<file path="src/pipe_defs.svh">
`ifndef PIPE_DEFS_SVH
`define PIPE_DEFS_SVH

// Instruction address width in words.
`define PC_WIDTH 13
`define DATA_WIDTH 16

`define QUEUE_DEPTH 4    // Power of two.

`define RESET_PC 'h0
`define EXCP_VECTOR 'h100    // Target of every trap.

`endif

</file>
<file path="src/ctrlPkg.sv">
package ctrlPkg;

    // Instruction bus master.
    typedef enum logic [1:0] {
        IDLE,
        REQ,
        DRAIN    // Finishing a cycle opened before a redirect.
    } fetchState_t;

    // Multiply hold in E.
    typedef enum logic {
        RUN,
        WAIT
    } execState_t;

endpackage

</file>
<file path="src/instrPkg.sv">
`include "pipe_defs.svh"

package instrPkg;

    typedef logic [`PC_WIDTH-1:0] pc_t;
    typedef logic [15:0] instr_t;    // Kind in [15:13] and operand below.
    typedef logic [2:0] kind_t;
    typedef logic [12:0] operand_t;    // Branch target or load address.
    typedef logic [`DATA_WIDTH-1:0] data_t;

    localparam kind_t KIND_ALU = 3'd0;
    localparam kind_t KIND_BRANCH = 3'd1;
    localparam kind_t KIND_MUL = 3'd2;    // Operand [3:0] is the wait count.
    localparam kind_t KIND_LOAD = 3'd3;
    localparam kind_t KIND_TRAPM = 3'd4;
    localparam kind_t KIND_TRAPW = 3'd5;

endpackage

</file>
<file path="src/pipeCtrlIf.sv">
interface pipeCtrlIf;
    logic stallF;
    logic stallF2;
    logic stallD;
    logic stallI;    // Queue input side.
    logic stallIde;    // Queue output side.
    logic stallE;
    logic stallM;
    logic stallM2;
    logic flushF2;
    logic flushD;
    logic flushI;
    logic flushQue;
    logic flushE;
    logic flushM;
    logic flushM2;
    logic flushM3;
    logic flushW;

    modport hazardSide (
        output stallF, stallF2, stallD, stallI, stallIde, stallE, stallM, stallM2,
        output flushF2, flushD, flushI, flushQue, flushE, flushM, flushM2, flushM3, flushW
    );

    modport frontSide (input stallF, stallF2, flushF2);

    modport queueSide (input stallD, flushD, stallI, stallIde, flushI, flushQue);

    modport backSide (input stallE, flushE, stallM, flushM, stallM2, flushM2, flushM3, flushW);

endinterface

</file>
<file path="src/execBackend.sv">
`include "pipe_defs.svh"

module execBackend (
    input  logic clk,
    input  logic reset,
    pipeCtrlIf.backSide ctrl,
    input  logic issueValid,
    input  instrPkg::pc_t issuePc,
    input  instrPkg::instr_t issueInstr,
    output logic eWait,
    output logic dWait,
    output logic branchM,
    output logic excpM,
    output logic excpW,
    output logic redirectValid,
    output instrPkg::pc_t redirectPc,
    output instrPkg::operand_t dAdr,
    input  instrPkg::data_t dDatIn,
    output logic dCyc,
    output logic dStb,
    input  logic dAck,
    output logic retireValid,
    output instrPkg::pc_t retirePc,
    output instrPkg::data_t retireData
);
    ctrlPkg::execState_t eState;
    logic [3:0] mulCnt;
    logic eValid, mValid, m2Valid, m3Valid, wValid;
    instrPkg::pc_t ePc, mPc, m2Pc, m3Pc, wPc;
    instrPkg::instr_t eInstr, mInstr;
    instrPkg::kind_t issueKind, mKind, m2Kind, m3Kind, wKind;
    instrPkg::data_t m2Data, m3Data, wData;
    logic loadM;
    logic orphanValid;
    instrPkg::operand_t orphanAdr;

    assign issueKind = issueInstr[15:13];
    assign mKind = mInstr[15:13];
    assign loadM = mValid && mKind == instrPkg::KIND_LOAD;

    assign eWait = eState == ctrlPkg::WAIT;
    assign branchM = mValid && mKind == instrPkg::KIND_BRANCH;
    assign excpM = mValid && mKind == instrPkg::KIND_TRAPM;
    assign excpW = wValid && wKind == instrPkg::KIND_TRAPW;
    assign redirectValid = branchM || excpM || excpW;
    assign redirectPc = (excpM || excpW) ? instrPkg::pc_t'(`EXCP_VECTOR) : mInstr[12:0];

    // A load killed mid-cycle keeps the bus until its ack.
    assign dCyc = loadM || orphanValid;
    assign dStb = dCyc;
    assign dAdr = orphanValid ? orphanAdr : mInstr[12:0];
    assign dWait = loadM && (orphanValid || !dAck);

    always_ff @(posedge clk) begin
        if (reset) begin
            orphanValid <= 1'b0;
        end else if (orphanValid) begin
            if (dAck) orphanValid <= 1'b0;
        end else if (loadM && !dAck && ctrl.flushM2) begin
            orphanValid <= 1'b1;
            orphanAdr <= mInstr[12:0];
        end
    end

    // Multiply holds E for count plus one cycles.
    always_ff @(posedge clk) begin
        if (reset || ctrl.flushE) begin
            eState <= ctrlPkg::RUN;
            mulCnt <= '0;
        end else if (eState == ctrlPkg::RUN) begin
            if (!ctrl.stallE && issueValid && issueKind == instrPkg::KIND_MUL) begin
                eState <= ctrlPkg::WAIT;
                mulCnt <= issueInstr[3:0];
            end
        end else if (mulCnt == 0) begin
            eState <= ctrlPkg::RUN;
        end else begin
            mulCnt <= mulCnt - 1'b1;
        end
    end

    always_ff @(posedge clk) begin
        if (reset || ctrl.flushE) begin
            eValid <= 1'b0;
        end else if (!ctrl.stallE) begin
            eValid <= issueValid;
            ePc <= issuePc;
            eInstr <= issueInstr;
        end
        if (reset || ctrl.flushM) begin
            mValid <= 1'b0;
        end else if (!ctrl.stallM) begin
            mValid <= eValid;
            mPc <= ePc;
            mInstr <= eInstr;
        end
        if (reset || ctrl.flushM2) begin
            m2Valid <= 1'b0;
        end else if (!ctrl.stallM2) begin
            m2Valid <= mValid && mKind != instrPkg::KIND_TRAPM;    // TRAPM dies here.
            m2Pc <= mPc;
            m2Kind <= mKind;
            m2Data <= loadM ? dDatIn : '0;
        end
        if (reset || ctrl.flushM3) begin
            m3Valid <= 1'b0;
        end else begin
            m3Valid <= m2Valid;
            m3Pc <= m2Pc;
            m3Kind <= m2Kind;
            m3Data <= m2Data;
        end
        if (reset || ctrl.flushW) begin
            wValid <= 1'b0;
        end else begin
            wValid <= m3Valid;
            wPc <= m3Pc;
            wKind <= m3Kind;
            wData <= m3Data;
        end
    end

    always_ff @(posedge clk) begin
        if (reset) begin
            retireValid <= 1'b0;
        end else begin
            retireValid <= wValid && wKind != instrPkg::KIND_TRAPW;
        end
        retirePc <= wPc;
        retireData <= wData;
    end

endmodule

</file>
<file path="src/fetchUnit.sv">
`include "pipe_defs.svh"

module fetchUnit (
    input  logic clk,
    input  logic reset,
    pipeCtrlIf.frontSide ctrl,
    input  logic redirectValid,
    input  instrPkg::pc_t redirectPc,
    output instrPkg::pc_t iAdr,
    input  instrPkg::instr_t iDatIn,
    output logic iCyc,
    output logic iStb,
    input  logic iAck,
    output logic iWait,
    output logic fetchValid,
    output instrPkg::pc_t fetchPc,
    output instrPkg::instr_t fetchInstr
);
    ctrlPkg::fetchState_t state;
    instrPkg::pc_t pc;
    instrPkg::pc_t nextPc;
    instrPkg::pc_t bufPc;
    instrPkg::instr_t bufInstr;
    logic bufValid;
    logic capture;

    assign iCyc = state != ctrlPkg::IDLE;
    assign iStb = iCyc;
    assign iAdr = pc;
    assign iWait = iCyc && !iAck;
    assign capture = state == ctrlPkg::REQ && iAck;

    always_ff @(posedge clk) begin
        if (reset) begin
            state <= ctrlPkg::IDLE;
            pc <= instrPkg::pc_t'(`RESET_PC);
        end else if (redirectValid) begin
            if (iWait) begin    // Address must hold until ack.
                nextPc <= redirectPc;
                state <= ctrlPkg::DRAIN;
            end else begin
                pc <= redirectPc;
                state <= ctrlPkg::IDLE;
            end
        end else begin
            case (state)
                ctrlPkg::IDLE: begin
                    if (!ctrl.stallF && !bufValid) state <= ctrlPkg::REQ;
                end
                ctrlPkg::REQ: begin
                    if (iAck) begin
                        pc <= pc + 1'b1;
                        state <= ctrl.stallF ? ctrlPkg::IDLE : ctrlPkg::REQ;
                    end
                end
                default: begin    // DRAIN drops the returned word.
                    if (iAck) begin
                        pc <= nextPc;
                        state <= ctrlPkg::IDLE;
                    end
                end
            endcase
        end
    end

    // F2 register with one spare slot for a word acked under stall.
    always_ff @(posedge clk) begin
        if (reset || ctrl.flushF2) begin
            fetchValid <= 1'b0;
            bufValid <= 1'b0;
        end else if (!ctrl.stallF2) begin
            fetchValid <= bufValid || capture;
            fetchPc <= bufValid ? bufPc : pc;
            fetchInstr <= bufValid ? bufInstr : iDatIn;
            bufValid <= 1'b0;
        end else if (capture) begin
            bufValid <= 1'b1;
            bufPc <= pc;
            bufInstr <= iDatIn;
        end
    end

endmodule

</file>
<file path="src/hazard.sv">
module hazard (
    input  logic clk,
    input  logic reset,
    input  logic iWait,
    input  logic dWait,
    input  logic eWait,
    input  logic overflowI,
    input  logic branchM,
    input  logic excpM,
    input  logic excpW,
    pipeCtrlIf.hazardSide ctrl
);
    logic excpIwait;
    logic excpIwaitNext;
    logic branchIwait;
    logic branchIwaitNext;

    always_ff @(posedge clk) begin
        if (reset) begin
            excpIwait <= 1'b0;
            branchIwait <= 1'b0;
        end else begin
            excpIwait <= excpIwaitNext;
            branchIwait <= branchIwaitNext;
        end
    end

    always_comb begin
        ctrl.stallF = 1'b0;
        ctrl.stallF2 = 1'b0;
        ctrl.stallD = 1'b0;
        ctrl.stallI = 1'b0;
        ctrl.stallIde = 1'b0;
        ctrl.stallE = 1'b0;
        ctrl.stallM = 1'b0;
        ctrl.stallM2 = 1'b0;
        ctrl.flushF2 = 1'b0;
        ctrl.flushD = 1'b0;
        ctrl.flushI = 1'b0;
        ctrl.flushQue = 1'b0;
        ctrl.flushE = 1'b0;
        ctrl.flushM = 1'b0;
        ctrl.flushM2 = 1'b0;
        ctrl.flushM3 = 1'b0;
        ctrl.flushW = 1'b0;
        excpIwaitNext = excpIwait;
        branchIwaitNext = branchIwait;
        if (excpM || excpW) begin
            ctrl.flushF2 = 1'b1;
            ctrl.flushD = 1'b1;
            ctrl.flushI = 1'b1;
            ctrl.flushQue = 1'b1;
            ctrl.flushE = 1'b1;
            ctrl.flushM = 1'b1;
            if (excpW) begin    // Kill everything younger than the trap in W.
                ctrl.flushM2 = 1'b1;
                ctrl.flushM3 = 1'b1;
                ctrl.flushW = 1'b1;
            end
            if (iWait) begin
                excpIwaitNext = 1'b1;
                ctrl.stallF = 1'b1;
            end
        end else if (dWait) begin    // Whole pipe waits on the data bus.
            ctrl.stallF = 1'b1;
            ctrl.stallF2 = 1'b1;
            ctrl.stallD = 1'b1;
            ctrl.stallI = 1'b1;
            ctrl.stallIde = 1'b1;
            ctrl.stallE = 1'b1;
            ctrl.stallM = 1'b1;
            ctrl.stallM2 = 1'b1;
            ctrl.flushM3 = 1'b1;
        end else if (branchM) begin
            ctrl.flushF2 = 1'b1;
            ctrl.flushD = 1'b1;
            ctrl.flushI = 1'b1;
            ctrl.flushQue = 1'b1;
            ctrl.flushE = 1'b1;
            ctrl.flushM = 1'b1;
            if (iWait) begin
                branchIwaitNext = 1'b1;
                ctrl.stallF = 1'b1;
            end
        end else if (eWait) begin
            ctrl.stallF = 1'b1;
            ctrl.stallF2 = 1'b1;
            ctrl.stallD = 1'b1;
            ctrl.stallI = 1'b1;
            ctrl.stallIde = 1'b1;
            ctrl.stallE = 1'b1;
            ctrl.flushM = 1'b1;    // Bubbles behind the multiply.
        end else if (overflowI) begin
            ctrl.stallF = 1'b1;
            ctrl.stallF2 = 1'b1;
            ctrl.stallD = 1'b1;
            ctrl.stallI = 1'b1;
        end else if (iWait) begin
            ctrl.stallF = 1'b1;
            ctrl.flushF2 = 1'b1;
        end
        // Stale word from before the redirect arrives now.
        if (!ctrl.stallF && (excpIwait || branchIwait)) begin
            ctrl.flushF2 = 1'b1;
            ctrl.flushD = 1'b1;
            excpIwaitNext = 1'b0;
            branchIwaitNext = 1'b0;
        end
    end

endmodule

</file>
<file path="src/instrQueue.sv">
`include "pipe_defs.svh"

module instrQueue (
    input  logic clk,
    input  logic reset,
    pipeCtrlIf.queueSide ctrl,
    input  logic fetchValid,
    input  instrPkg::pc_t fetchPc,
    input  instrPkg::instr_t fetchInstr,
    output logic overflowI,
    output logic issueValid,
    output instrPkg::pc_t issuePc,
    output instrPkg::instr_t issueInstr
);
    localparam int ptrBits = $clog2(`QUEUE_DEPTH);

    logic decValid;
    instrPkg::pc_t decPc;
    instrPkg::instr_t decInstr;
    instrPkg::pc_t qPc [`QUEUE_DEPTH];
    instrPkg::instr_t qInstr [`QUEUE_DEPTH];
    logic [ptrBits-1:0] head;
    logic [ptrBits-1:0] tail;
    logic [ptrBits:0] count;
    logic push;
    logic pop;

    // stallI holds the push side, stallIde the pop side.
    assign push = decValid && !ctrl.stallI && !ctrl.flushQue;
    assign pop = count != 0 && !ctrl.stallIde;
    assign overflowI = count >= `QUEUE_DEPTH - 1;    // One slot left for D.

    always_ff @(posedge clk) begin
        if (reset || ctrl.flushD) begin
            decValid <= 1'b0;
        end else if (!ctrl.stallD) begin
            decValid <= fetchValid;
            decPc <= fetchPc;
            decInstr <= fetchInstr;
        end
    end

    always_ff @(posedge clk) begin
        if (reset || ctrl.flushQue) begin
            head <= '0;
            tail <= '0;
            count <= '0;
        end else begin
            if (push) tail <= tail + 1'b1;    // Wraps at depth.
            if (pop) head <= head + 1'b1;
            case ({push, pop})
                2'b10: count <= count + 1'b1;
                2'b01: count <= count - 1'b1;
                default: count <= count;
            endcase
        end
    end

    always_ff @(posedge clk) begin
        if (push) begin
            qPc[tail] <= decPc;
            qInstr[tail] <= decInstr;
        end
    end

    always_ff @(posedge clk) begin
        if (reset || ctrl.flushI) begin
            issueValid <= 1'b0;
        end else if (!ctrl.stallIde) begin
            issueValid <= count != 0;    // Bubble when empty.
            issuePc <= qPc[head];
            issueInstr <= qInstr[head];
        end
    end

endmodule

</file>
<file path="src/pipeTop.sv">
module pipeTop (
    input  logic clk,
    input  logic reset,
    output instrPkg::pc_t iAdr,
    input  instrPkg::instr_t iDatIn,
    output logic iCyc,
    output logic iStb,
    input  logic iAck,
    output instrPkg::operand_t dAdr,
    input  instrPkg::data_t dDatIn,
    output logic dCyc,
    output logic dStb,
    input  logic dAck,
    output logic retireValid,
    output instrPkg::pc_t retirePc,
    output instrPkg::data_t retireData
);
    logic iWait, dWait, eWait;
    logic overflowI, branchM, excpM, excpW;
    logic redirectValid;
    instrPkg::pc_t redirectPc;
    logic fetchValid, issueValid;
    instrPkg::pc_t fetchPc, issuePc;
    instrPkg::instr_t fetchInstr, issueInstr;

    pipeCtrlIf ctrl ();

    hazard uHazard (
        .clk(clk), .reset(reset),
        .iWait(iWait), .dWait(dWait), .eWait(eWait), .overflowI(overflowI),
        .branchM(branchM), .excpM(excpM), .excpW(excpW),
        .ctrl(ctrl)
    );

    fetchUnit uFetch (
        .clk(clk), .reset(reset), .ctrl(ctrl),
        .redirectValid(redirectValid), .redirectPc(redirectPc),
        .iAdr(iAdr), .iDatIn(iDatIn), .iCyc(iCyc), .iStb(iStb), .iAck(iAck),
        .iWait(iWait),
        .fetchValid(fetchValid), .fetchPc(fetchPc), .fetchInstr(fetchInstr)
    );

    instrQueue uQueue (
        .clk(clk), .reset(reset), .ctrl(ctrl),
        .fetchValid(fetchValid), .fetchPc(fetchPc), .fetchInstr(fetchInstr),
        .overflowI(overflowI),
        .issueValid(issueValid), .issuePc(issuePc), .issueInstr(issueInstr)
    );

    execBackend uBack (
        .clk(clk), .reset(reset), .ctrl(ctrl),
        .issueValid(issueValid), .issuePc(issuePc), .issueInstr(issueInstr),
        .eWait(eWait), .dWait(dWait), .branchM(branchM), .excpM(excpM), .excpW(excpW),
        .redirectValid(redirectValid), .redirectPc(redirectPc),
        .dAdr(dAdr), .dDatIn(dDatIn), .dCyc(dCyc), .dStb(dStb), .dAck(dAck),
        .retireValid(retireValid), .retirePc(retirePc), .retireData(retireData)
    );

endmodule

</file>
<file path="config.mk">
export PLATFORM = sky130hd
export DESIGN_NAME = pipeTop
export DESIGN_NICKNAME = d
export VERILOG_FILES = /design/src/ctrlPkg.sv /design/src/instrPkg.sv /design/src/pipeCtrlIf.sv /design/src/execBackend.sv /design/src/fetchUnit.sv /design/src/hazard.sv /design/src/instrQueue.sv /design/src/pipeTop.sv
export VERILOG_INCLUDE_DIRS = /design/src
export SDC_FILE = /design/constraint.sdc
export NUM_CORES = 1
export LEC_CHECK = 0
export ABC_AREA = 1
export BUFFER_PORTS_ARGS = -buffer_cell sky130_fd_sc_hd__buf_2
export CAP_MARGIN = 20
export CORE_UTILIZATION = 45
export DETAILED_ROUTE_END_ITERATION = 8
export GPL_TIMING_DRIVEN = 0
export PLACE_DENSITY = 0.6
export SLEW_MARGIN = 40
export SYNTH_ARGS = -nofsm -noshare
export SYNTH_HDL_FRONTEND = slang
export SYNTH_SLANG_ARGS = --single-unit
</file>
<file path="constraint.sdc">
create_clock -name clk -period 4.3 [get_ports clk]
set_input_delay 0.43 -clock clk [delete_from_list [all_inputs] [get_ports clk]]
set_output_delay 0.43 -clock clk [all_outputs]
set_load 0.05 [all_outputs]
</file>
==> results of run 1 <==
[synthesized netlist by cell type, drive strengths merged (3+ instances only)]
cell | instances | area (µm²)
nand3 | 29 | 155
dfxtp | 69 | 1380
inv | 84 | 315
o211ai | 4 | 30.0
or2 | 3 | 18.8
a21oi | 35 | 179
o22ai | 29 | 181
edfxtp | 412 | 12400
clkbuf | 27 | 101
nor3 | 7 | 40.0
nand4 | 6 | 37.5
nor2 | 151 | 579
buf | 13 | 88.8
o21ai | 105 | 526
nand2 | 177 | 694
xor2 | 5 | 43.8
ha | 8 | 100
[cell type report]
class / instances / area [µm²] / share of cell area
clock inverter: 20 / 211 / 0.0106
tap: 468 / 586 / 0.0294
buffer: 40 / 190 / 0.00954
timing repair buffer: 109 / 763 / 0.0383
inverter: 85 / 319 / 0.0160
multi-input combinational: 566 / 2730 / 0.137
clock buffer: 66 / 1370 / 0.0689
sequential: 481 / 13800 / 0.690
[sequential cells by signal (all words and copies together) (netlist names), 16 cells and up]
name	cells
uFetch.bufInstr	16
uQueue.qInstr	64
uFetch.fetchInstr	16
uQueue.issueInstr	16
uBack.m3Data	16
uBack.mInstr	16
uBack.eInstr	16
uBack.wData	16
uBack.m2Data	16
uBack.retireData	16
uQueue.qPc	52
uQueue.decInstr	16
[final timing paths]
check	from	endpoint	slack (ns)	depth (start not counted)
worst max-delay path	uBack.mInstr[14]	dStb	1.50	7
worst max register to register	uBack.mInstr[14]	uQueue.count[2]	1.51	15
worst min register to register	uBack.wPc[3]	uBack.retirePc[3]	0.34	0
worst min-delay path	iDatIn[10]	uFetch.bufInstr[10]	0.07	1
[critical path, cell delays in order, from the launching register on]
cell	delay, ns
sky130_fd_sc_hd__edfxtp_1	0.48
sky130_fd_sc_hd__nand2_1	0.11
sky130_fd_sc_hd__nor2_1	0.08
sky130_fd_sc_hd__nand2_1	0.25
sky130_fd_sc_hd__clkbuf_1	0.43
sky130_fd_sc_hd__nand2_1	0.12
sky130_fd_sc_hd__buf_4	0.15
sky130_fd_sc_hd__buf_2	0.20
[metrics by stage]
step | std cells | setup WS (ns)
6_report | 1835 | 1.50
5_1_grt | 1835 | 1.24
4_1_cts | 1835 | 1.41
3_5_place_dp | 1749 | 1.55
3_3_place_gp | 1735 | -1.21
2_1_floorplan | 1172 | 0.413
[cell families after synthesis]
family,count (synthesis)
DFF,481
and+or+nand+nor,375
AOI/OAI and AO/OA,176
buffers and inverters,125
adders and majority gates,9
xor gates and xnor gates,6
[where the power goes]
part / switching [mW] / internal (mW) / total [mW] / leakage [nW]
registers: 0.291 / 5.84 / 6.14 / 4.48
logic: 1.18 / 0.429 / 1.61 / 2.09
clock network: 1.66 / 2.47 / 4.13 / 0.774
[per-layer routing]
metal / part of all wire / vias up
li1: - / 4463
met1: 0.43 / 4490
met2: 0.49 / 263
met3: 0.051 / 55
met4: 0.023 / 0
met5: 0 / -
==> results.md, run 1 <==
* Status: complete, no violations
* Fmax at 357 MHz
* Io pins at 96
* Pin count of the biggest net entering global routing at 33
* Area share of xor/xnor cells in the synthesized design at 0.00311
* Worst clock skew at 0.0197 ns
* DRC violation total after the first TritonRoute iteration at 540
* Most common cell after layout, fill and taps aside: sky130_fd_sc_hd__edfxtp_1
* Setup Total Neg Slack at 0 ns
* Die height at 196 µm
* DIE WIDTH at 196 µm
* Asr flop ratio synth at 0
* Compound-Gate Fraction of Synth Area at 0.0554
* Synthesized net count at 1217
* Share of post-route cells with drive strength above 1 at 0.168
* Area added between synthesis and finish at 17.8%
* Commonest cells after routing, fill and taps aside: 412 x sky130_fd_sc_hd__edfxtp_1, 169 x sky130_fd_sc_hd__nand2_1, 138 x sky130_fd_sc_hd__nor2_1
* Worst relative slew slack at 0.495
* Final setup violation count at 0
* RSZ-0062 raised after global routing: false
* Kind of critical path: reg -> out
* Initial antenna violation count at 0
* Clock transition at the register clock pins on the worst setup and hold paths after CTS at 0.06 ns
* Number of nets in the final layout at 1376
* Clock tree from TritonCTS: yes
* Core ar. at 36800 µm²
* Remaining number of nets flagged by the antenna check after routing at 0
* TritonRoute pass-1 iters at 5
* FILL cells at 2978
* Clock latency of the later-clocked register in the worst-skew pair at 0.56 ns
* Buffers inserted during post-CTS setup optimization at 0
* Number of storage elements in the synthesis netlist at 481
* Overall fraction of global-route tracks in use at 0.172
* Wire length of the first global-routing pass at 50600 µm
* Layer carrying the most global-route usage: met2
* Effective utilization at floorplan at 0.460
* Slew at the pin closest to its max-slew limit at 0.755 ns
* GRT Residual Overflow at 0
* Highest fanout seen on the critical path at 10
* Sequential element share of the synthesized area at 0.813
* Required time of the critical path at 3.87 ns
* Pins over their slew limit at 0
* Post-synthesis mux area share at 0
* Mean Syn Cell Area at 14.4 µm²
* Cell leakage power at 7.34 nW
* Final hold violation count at 0
* Count of standard-cell rows at 70
* Ant. Diodes at 0
* CP Capture Type: output port
* Die Footprint at 38400 µm²
* Met1 global-route usage at 0.227
* Routed vias/inst at 5.05
* DRC at 0
* Final worst-path cycle share at 0.651
* CTS HTree Levels at 2
* Routed wire length per instance at 17.6 µm
* Clock buffer depth at 3
* Hold Crit Class: in -> reg
* Most used flip-flop cell after synthesis: sky130_fd_sc_hd__edfxtp_1
* Core Util, Final at 0.542
* Number of warnings printed during yosys synthesis at 0
* Worst IR drop on VDD at 0.289 mV
* Last weighted congestion value of the routability-driven placer at 0.820
* Combinational family with the most area after synthesis: simple AND/OR/NAND/NOR gates
* Library cells used by synthesis at 37
* Startpoint types: flip-flop
* EDFF count, synth at 412
* Synthesized-area fraction occupied by adder cells at 0.00710
* Number of standard cells after synthesis at 1172
* Final WL at 32200 µm
* Areal power density over the cells at 596 nW/µm²
* Met2 Resource Use GR at 0.291
* Worst Hold Slack at 0.0677 ns
* Global routing met3 resource utilization at 0.0297
* Vias in the first global route at 9092
* Netlist area before placement at 16900 µm²
* Non-Filler Cell Area, Final at 19900 µm²
* Area share of and/or/nand/nor cells after synthesis at 0.0912
* Number of buffers inserted for hold repair after clock tree synthesis at 0
* Minimum clock period after layout at 2.80 ns
* Number of I/O port buffers at 95
* Post-detailed-placement cell area at 18300 µm²
* Buffer type at the clock tree root: sky130_fd_sc_hd__clkbuf_16
* Pwr Total at 11.9 mW
* Arr. time, crit path at 2.37 ns
* HPWL Detailed at 21100 µm
* Quantity of gates resized following cts at 0
* Clock Sink Count at 481
* Max Cap Violations at 0
* Number of clock buffers inserted by TritonCTS at 48
* Via count at 9271
Power figures use the tool's default switching activity.
==> run 2: changes to the inputs <==
--- a/config.mk
+++ b/config.mk
@@ -12,7 +12,7 @@
 export CORE_UTILIZATION = 45
 export DETAILED_ROUTE_END_ITERATION = 8
 export GPL_TIMING_DRIVEN = 0
-export PLACE_DENSITY = 0.6
+export PLACE_DENSITY = 0.62
 export SLEW_MARGIN = 40
 export SYNTH_ARGS = -nofsm -noshare
 export SYNTH_HDL_FRONTEND = slang
==> constraint.sdc (replaced) <==
create_clock -name clk -period 2.5 [get_ports clk]
set_input_delay 0.25 -clock clk [delete_from_list [all_inputs] [get_ports clk]]
set_output_delay 0.25 -clock clk [all_outputs]
set_load 0.05 [all_outputs]
==> results.md, run 2 (synthesis gave the netlist of run 1 again) <==
* Clock tree from TritonCTS: yes
* Max reg flops at 64 (unchanged)
* Arr. time, crit path at 2.81 ns (+0.44 ns)
* Initial antenna violation count at 0 (unchanged)
* Max Cap Violations at 0 (unchanged)
* Clock Sink Count at 481 (unchanged)
* Via count at 9424 (+1.7%)
* Final hold violation count at 0 (unchanged)
* Wire length of the first global-routing pass at 51100 µm (+1.1%)
* DRC at 0 (unchanged)
* Largest register by flop count: uQueue.qInstr
* Post-detailed-placement cell area at 18300 µm² (about the same)
* Worst IR drop on VDD at 0.606 mV (+110%)
* Vias in the first global route at 9380 (+3.2%)
* Kind of critical path: reg -> reg
* Number of I/O port buffers at 95 (unchanged)
* Worst relative slew slack at 0.476 (-0.0186)
* Status: complete, no violations
* Final cell count without fillers at 1878 (+2.3%)
* HPWL Detailed at 21300 µm (+0.83%)
* CP Capture Type: flip-flop
* Area added between synthesis and finish at 19.9%
* Number of clock buffers inserted by TritonCTS at 46 (-4.2%)
* Routed wire length per instance at 17.6 µm (+0.13%)
* Setup Total Neg Slack at 0 ns (unchanged)
* Clock latency of the later-clocked register in the worst-skew pair at 0.55 ns (about the same)
* Commonest cells after routing, fill and taps aside: 412 x sky130_fd_sc_hd__edfxtp_1, 168 x sky130_fd_sc_hd__nand2_1, 137 x sky130_fd_sc_hd__nor2_1
* Core ar. at 36800 µm² (unchanged)
* TritonRoute pass-1 iters at 5 (unchanged)
* DRC violation total after the first TritonRoute iteration at 678 (+26%)
* Areal power density over the cells at 997 nW/µm² (+67%)
* Clock transition at the register clock pins on the worst setup and hold paths after CTS at 0.06 ns (about the same)
* Last weighted congestion value of the routability-driven placer at 0.859 (+4.8%)
* Number of placed cells counting well taps at 1750 (+0.057%)
* Pin count of the biggest net entering global routing at 33 (unchanged)
* Hold Crit Class: in -> reg
* Fmax at 418 MHz
* Startpoint types: flip-flop
* Cell leakage power at 7.51 nW (+2.2%)
* Pwr Total at 20.2 mW (+70%)
* GRT Residual Overflow at 0 (unchanged)
* Final worst-path cycle share at 0.957
* Required time of the critical path at 2.92 ns (-0.95 ns)
* Worst clock skew at 0.0231 ns (+0.00340 ns)
* Buffer type at the clock tree root: sky130_fd_sc_hd__clkbuf_16
* Die height at 196 µm (unchanged)
* Number of nets in the final layout at 1419 (+3.1%)
* Largest regs: uQueue.qInstr x64, uQueue.qPc x52
* DIE WIDTH at 196 µm (unchanged)
* Pins over their slew limit at 0 (unchanged)
* Count of standard-cell rows at 70 (unchanged)
* Die Footprint at 38400 µm² (unchanged)
* Most common cell after layout, fill and taps aside: sky130_fd_sc_hd__edfxtp_1
* Clock buffer depth at 3 (unchanged)
* Final WL at 33000 µm (+2.5%)
* Slew at the pin closest to its max-slew limit at 0.783 ns (+0.0279 ns)
* Ant. Diodes at 0 (unchanged)
* Non-Filler Cell Area, Final at 20300 µm² (+1.7%)
* Effective utilization at floorplan at 0.460 (unchanged)
* Io pins at 96 (unchanged)
* FILL cells at 2991 (+0.44%)
* Minimum clock period after layout at 2.39 ns
* Routed vias/inst at 5.02 (-0.68%)
* Final setup violation count at 0 (unchanged)
* Remaining number of nets flagged by the antenna check after routing at 0 (unchanged)
* Share of post-route cells with drive strength above 1 at 0.180 (+0.0126)
* CTS HTree Levels at 2 (unchanged)
* Overall fraction of global-route tracks in use at 0.175 (+0.00216)
* Core Util, Final at 0.551 (+0.00939)
* Highest fanout seen on the critical path at 6 (-4)
run 2: cell types whose count changed in the layout (fill, tap and decap cells not counted), moves of 2 or more:
| cell | previous run | this run |
|---|---|---|
| sky130_fd_sc_hd__buf_16 | 7 | 5 |
| sky130_fd_sc_hd__clkinv_1 | 5 | 9 |
| sky130_fd_sc_hd__buf_12 | 0 | 2 |
| sky130_fd_sc_hd__clkbuf_8 | 4 | 2 |
| sky130_fd_sc_hd__clkbuf_16 | 51 | 47 |
| sky130_fd_sc_hd__inv_4 | 0 | 2 |
| sky130_fd_sc_hd__nand2_8 | 0 | 2 |
| sky130_fd_sc_hd__dlygate4sd3_1 | 0 | 20 |
| sky130_fd_sc_hd__buf_4 | 3 | 26 |
| sky130_fd_sc_hd__inv_2 | 8 | 5 |
| sky130_fd_sc_hd__buf_8 | 6 | 9 |
run 2: per-stage QoR:
step                      setup slack [ns]  hold WS (ns)
after floorplan                     -0.319         0.312
after global placement               -1.72         0.325
after detailed placement            -0.262         0.327
after CTS                          -0.0921       0.00526
after global routing               -0.0210        0.0248
final                                0.109        0.0279
run 2: cell type report:
class	count	area, µm²	area share
plain buffers	38	176	0.00870
clock buffers	61	1250	0.0616
clock inverters	23	218	0.0107
inverters	85	343	0.0169
multi-input cells	566	2770	0.137
flip-flops and latches	481	13800	0.678
well taps	468	586	0.0289
repair buffers	156	1180	0.0581
run 2: routing by layer:
layer | part of all wire | GRT usage | wire (µm) | vias up
met5 | 0 | 0 | 0 | -
met4 | 0.028 | 0.0622 | 916 | 0
met3 | 0.058 | 0.0318 | 1920 | 66
met2 | 0.48 | 0.291 | 15900 | 267
met1 | 0.43 | 0.230 | 14300 | 4530
li1 | - | - | - | 4561
run 2: power breakdown:
| part | internal [mW] | total, mW | switching, mW |
|---|---|---|---|
| logic | 0.835 | 2.92 | 2.09 |
| clock network | 3.93 | 6.73 | 2.80 |
| registers | 10.0 | 10.6 | 0.510 |
run 2: worst paths after layout:
check              startpoint             endpoint  depth (start not counted)  slack [ns]
min                 dDatIn[4]      uBack.m2Data[4]                          3        0.03
max reg2reg  uBack.mInstr[14]      uQueue.count[2]                         15        0.11
min reg2reg    uBack.wData[0]  uBack.retireData[0]                          0        0.33
max          uBack.mInstr[14]      uQueue.count[2]                         15        0.11
run 2: worst max-delay path, stage by stage, from the launching register on:
cell and delay [ns]:
sky130_fd_sc_hd__edfxtp_1 0.45, sky130_fd_sc_hd__buf_4 0.17, sky130_fd_sc_hd__buf_4 0.13, sky130_fd_sc_hd__nor2_4 0.15, sky130_fd_sc_hd__nor2_4 0.07, sky130_fd_sc_hd__buf_6 0.14, sky130_fd_sc_hd__nand2_8 0.07, sky130_fd_sc_hd__nand2_8 0.07
sky130_fd_sc_hd__inv_4 0.06, sky130_fd_sc_hd__ha_1 0.15, sky130_fd_sc_hd__inv_2 0.06, sky130_fd_sc_hd__fa_2 0.35, sky130_fd_sc_hd__a21oi_2 0.12, sky130_fd_sc_hd__o21ai_1 0.09, sky130_fd_sc_hd__xor2_1 0.15, sky130_fd_sc_hd__nor2_1 0.06
run 2: repair_timing:
action / 4_1_cts / 5_1_grt
setup buffers: 7 / 19
setup endpoints to repair: 87 / 147
hold buffers: 20 / 0
resized for setup: 6 / 15
hold endpoints to repair: 35 / 0
pin swaps: 4 / 9
==> run 3: changes to the inputs <==
--- a/config.mk
+++ b/config.mk
@@ -10,10 +10,12 @@
 export BUFFER_PORTS_ARGS = -buffer_cell sky130_fd_sc_hd__buf_2
 export CAP_MARGIN = 20
 export CORE_UTILIZATION = 45
+export CTS_BUF_LIST = sky130_fd_sc_hd__clkbuf_4
 export DETAILED_ROUTE_END_ITERATION = 8
 export GPL_TIMING_DRIVEN = 0
 export PLACE_DENSITY = 0.62
 export SLEW_MARGIN = 40
 export SYNTH_ARGS = -nofsm -noshare
 export SYNTH_HDL_FRONTEND = slang
+export SYNTH_HIERARCHICAL = 1
 export SYNTH_SLANG_ARGS = --single-unit
==> results.md, run 3 <==
* Commonest cells after routing, fill and taps aside: 412 x sky130_fd_sc_hd__edfxtp_1, 186 x sky130_fd_sc_hd__clkbuf_4, 160 x sky130_fd_sc_hd__nand2_1
* Crit path setup slack, layout at -0.0373 ns (-0.146 ns)
* Final setup violation count at 15 (+15)
* Final hold violation count at 0 (unchanged)
* Startpoint types: flip-flop
* CTS HTree Levels at 3 (+1)
* Most common cell in the synthesized netlist: sky130_fd_sc_hd__edfxtp_1
* Remaining number of nets flagged by the antenna check after routing at 0 (unchanged)
* Clock Sink Count at 481 (unchanged)
* Slew at the pin closest to its max-slew limit at 0.719 ns (-0.0641 ns)
* DP Worst Slack at -0.472 ns (-0.209 ns)
* R2R depth at 22 (+7)
* Clock transition at the register clock pins on the worst setup and hold paths after CTS at 0.07 ns (about the same)
* Pwr Total at 21.5 mW (+6.6%)
* Wire length of the first global-routing pass at 53300 µm (+4.3%)
* Number of stages on the worst hold path at 2 (-1)
* Arr. time, crit path at 3.22 ns (+0.41 ns)
* Largest regs: uQueue/qInstr x64, uQueue/qPc x52
* Area share of and/or/nand/nor cells after synthesis at 0.101 (+0.0103)
* Buffer type at the clock tree root: sky130_fd_sc_hd__clkbuf_4
* Final cell count without fillers at 2131 (+13%)
* Final worst-path cycle share at 1.01 (+0.0584)
* Routed wire length per instance at 16.2 µm (-8.1%)
* Post-detailed-placement cell area at 18800 µm² (+2.3%)
* CP Capture Type: flip-flop
* Failing checks: negative setup slack
* Worst relative slew slack at 0.520 (+0.0439)
* Synthesized-area fraction occupied by adder cells at 0.00695 (-0.000151)
* Pins over their slew limit at 0 (unchanged)
* Post-synthesis mux area share at 0.00116 (+0.00116)
* Number of standard cells after synthesis at 1204 (+2.7%)
* Pin count of the biggest net entering global routing at 24 (-27%)
* Mean Syn Cell Area at 14.4 µm² (-0.54%)
* Io pins at 96 (unchanged)
* Asr flop ratio synth at 0 (unchanged)
* Number of nets in the final layout at 1574 (+11%)
* Cell leakage power at 8.15 nW (+8.6%)
* Highest fanout seen on the critical path at 3 (-3)
* Number of I/O port buffers at 95 (unchanged)
* Initial antenna violation count at 1 (+1)
* Hold Crit Class: in -> reg
* DRC at 0 (unchanged)
* Global routing met3 resource utilization at 0.0405 (+0.00873)
* Met2 Resource Use GR at 0.295 (+0.00384)
* Fmax at 394 MHz (-5.8%)
* Final WL at 34500 µm (+4.3%)
* DRC violation total after the first TritonRoute iteration at 644 (-5.0%)
* Sequential element share of the synthesized area at 0.796 (-0.0173)
* Die Footprint at 39200 µm² (+2.2%)
* Non-Filler Cell Area, Final at 21600 µm² (+6.6%)
* Die height at 198 µm (+1.1%)
* Number of placed cells counting well taps at 1822 (+4.1%)
* Compound-Gate Fraction of Synth Area at 0.0568 (+0.00135)
* Number of clock buffers inserted by TritonCTS at 116 (+150%)
* Combinational family with the most area after synthesis: simple AND/OR/NAND/NOR gates
* Number of storage elements in the synthesis netlist at 481 (unchanged)
* Core ar. at 37800 µm² (+2.6%)
* Netlist area before placement at 17300 µm² (+2.2%)
* Worst IR drop on VDD at 0.552 mV (-8.9%)
* Overall fraction of global-route tracks in use at 0.182 (+0.00747)
* Required time of the critical path at 3.18 ns (+0.26 ns)
* Via count at 10200 (+8.1%)
* Most used flip-flop cell after synthesis: sky130_fd_sc_hd__edfxtp_1
* Largest area contributor in the netlist: sky130_fd_sc_hd__edfxtp_1
* Kind of critical path: reg -> reg
* FILL cells at 3020 (+0.97%)
* Area fraction of the dominant cell type after synthesis at 0.716 (-0.0156)
* EDFF count, synth at 412 (unchanged)
* Most common cell after layout, fill and taps aside: sky130_fd_sc_hd__edfxtp_1
* Clock latency of the later-clocked register in the worst-skew pair at 0.79 ns (+0.24 ns)
* GRT Residual Overflow at 0 (unchanged)
* Count of standard-cell rows at 71 (+1.4%)
* R2r endpoint: uQueue/count[2]
* HPWL Detailed at 21300 µm (+0.13%)
* Most frequent cells after synthesis: 412 x sky130_fd_sc_hd__edfxtp_1, 168 x sky130_fd_sc_hd__nand2_1, 142 x sky130_fd_sc_hd__nor2_1, 96 x sky130_fd_sc_hd__o21ai_0, 82 x sky130_fd_sc_hd__inv_1
* DIE WIDTH at 198 µm (+1.1%)
* Minimum clock period after layout at 2.54 ns (+0.146 ns)
* TritonRoute pass-1 iters at 5 (unchanged)
* Worst clock skew at 0.0603 ns (+0.0372 ns)
* Max Cap Violations at 0 (unchanged)
* Area share of xor/xnor cells in the synthesized design at 0 (-0.00311)
* Clock buffer depth at 3 (unchanged)
* Vias in the first global route at 10000 (+6.8%)
* Top cells by area in the synthesized netlist: sky130_fd_sc_hd__edfxtp_1 72%, sky130_fd_sc_hd__dfxtp_1 8.0%, sky130_fd_sc_hd__nand2_1 3.6%
* Share of post-route cells with drive strength above 1 at 0.315 (+0.135)
* Met1 global-route usage at 0.232 (+0.00172)
* Hold path start: iDatIn[0]
* Synthesized net count at 1249 (+2.6%)
* Hold EP: uFetch/bufInstr[0]
* Max reg flops at 64 (unchanged)
* Clock tree from TritonCTS: yes
* RSZ-0062 raised after global routing: true
* Area added between synthesis and finish at 25.1%
* Largest register by flop count: uQueue/qInstr
* Routed vias/inst at 4.78 (-4.7%)
* Library cells used by synthesis at 39 (+5.4%)
* Status: finished with violations
* Worst R2R Start: uBack/mInstr[15]
* Number of warnings printed during yosys synthesis at 6 (+6)
* Effective utilization at floorplan at 0.458 (-0.00207)
* Last weighted congestion value of the routability-driven placer at 0.799 (-7.0%)
* Areal power density over the cells at 997 nW/µm² (about the same)
* Layer carrying the most global-route usage: met2
* Flop-to-flop setup slack at -0.04 ns (-0.15 ns)
==> run 3: worst max-delay path by stage <==
stage,startpoint,endpoint,slack [ns],depth (start not counted)
2_1_floorplan,uBack/mInstr[15],uQueue/decInstr[0],-0.20,12
3_3_place_gp,uBack/mInstr[14],uQueue/qInstr[3][5],-1.05,12
3_5_place_dp,uBack/mInstr[15],uQueue/count[2],-0.47,20
4_1_cts,uBack/mInstr[15],uQueue/count[2],-0.08,22
5_1_grt,uBack/mInstr[15],uQueue/count[2],-0.18,22
6_report,uBack/mInstr[15],uQueue/count[2],-0.04,22
==> run 3: routing by layer <==
layer	wire, µm	part of all wire
met3	1830	0.053
met1	14800	0.43
met5	0	0
met4	854	0.025
met2	17000	0.49
==> run 3: critical path, stage by stage, from the launching register on <==
cell and delay (ns):
sky130_fd_sc_hd__edfxtp_1 0.41, sky130_fd_sc_hd__inv_2 0.10, sky130_fd_sc_hd__nand3_4 0.08, sky130_fd_sc_hd__nor2_4 0.15, sky130_fd_sc_hd__inv_4 0.05, sky130_fd_sc_hd__a21oi_4 0.16
sky130_fd_sc_hd__inv_2 0.08, sky130_fd_sc_hd__nand2_4 0.09, sky130_fd_sc_hd__nand3_4 0.10, sky130_fd_sc_hd__inv_4 0.08, sky130_fd_sc_hd__buf_6 0.08, sky130_fd_sc_hd__inv_2 0.03
sky130_fd_sc_hd__nand3_4 0.07, sky130_fd_sc_hd__buf_12 0.11, sky130_fd_sc_hd__ha_4 0.13, sky130_fd_sc_hd__inv_2 0.04, sky130_fd_sc_hd__fa_2 0.35, sky130_fd_sc_hd__inv_2 0.07
sky130_fd_sc_hd__nand2_2 0.05, sky130_fd_sc_hd__nand3_2 0.06, sky130_fd_sc_hd__nand2_1 0.05, sky130_fd_sc_hd__inv_1 0.05, sky130_fd_sc_hd__nor2_1 0.03
==> run 3: through the flow <==
stage	utilization	hold slack (ns)	setup TNS (ns)
detailed placement	0.497	0.327	-73.81
global route	0.573	0.111	-5.61
CTS	0.566	0.0886	-0.947
global placement	0.490	0.324	-227.51
finish	0.573	0.174	-0.200
floorplan	-	0.323	-24.10
==> run 3: cell type report <==
type	instances	area, µm²	share of cell area
Antenna cell	1	2.50	0.000116
Buffer	46	303	0.0140
Clock buffer	185	1390	0.0642
Clock inverter	23	135	0.00625
Inverter	90	358	0.0166
Multi-Input combinational cell	590	3190	0.148
Sequential cell	481	13800	0.636
Tap cell	511	639	0.0296
Timing Repair Buffer	204	1840	0.0853
==> run 3: kinds of logic after synthesis <==
logic type               count (synthesis)
adder cells (fa/ha/maj)                  9
buffers and inverters                  137
AO/OA/AOI/OAI                          177
AND/OR/NAND/NOR                        398
multiplexers                             2
flip-flops                             481
==> run 3: report_power, final <==
group,switching (mW),total (mW),internal [mW]
sequential,0.622,10.9,10.2
combinational,2.88,4.33,1.44
clock,2.91,6.35,3.44
==> run 3: timing repair <==
item,in CTS,in global routing
pin swaps,19,19
hold buffers,37,0
endpoints found under the setup margin,316,163
buffers inserted,35,23
gates cloned,8,0
hold endpoints to repair,67,0
gates resized for setup,54,25
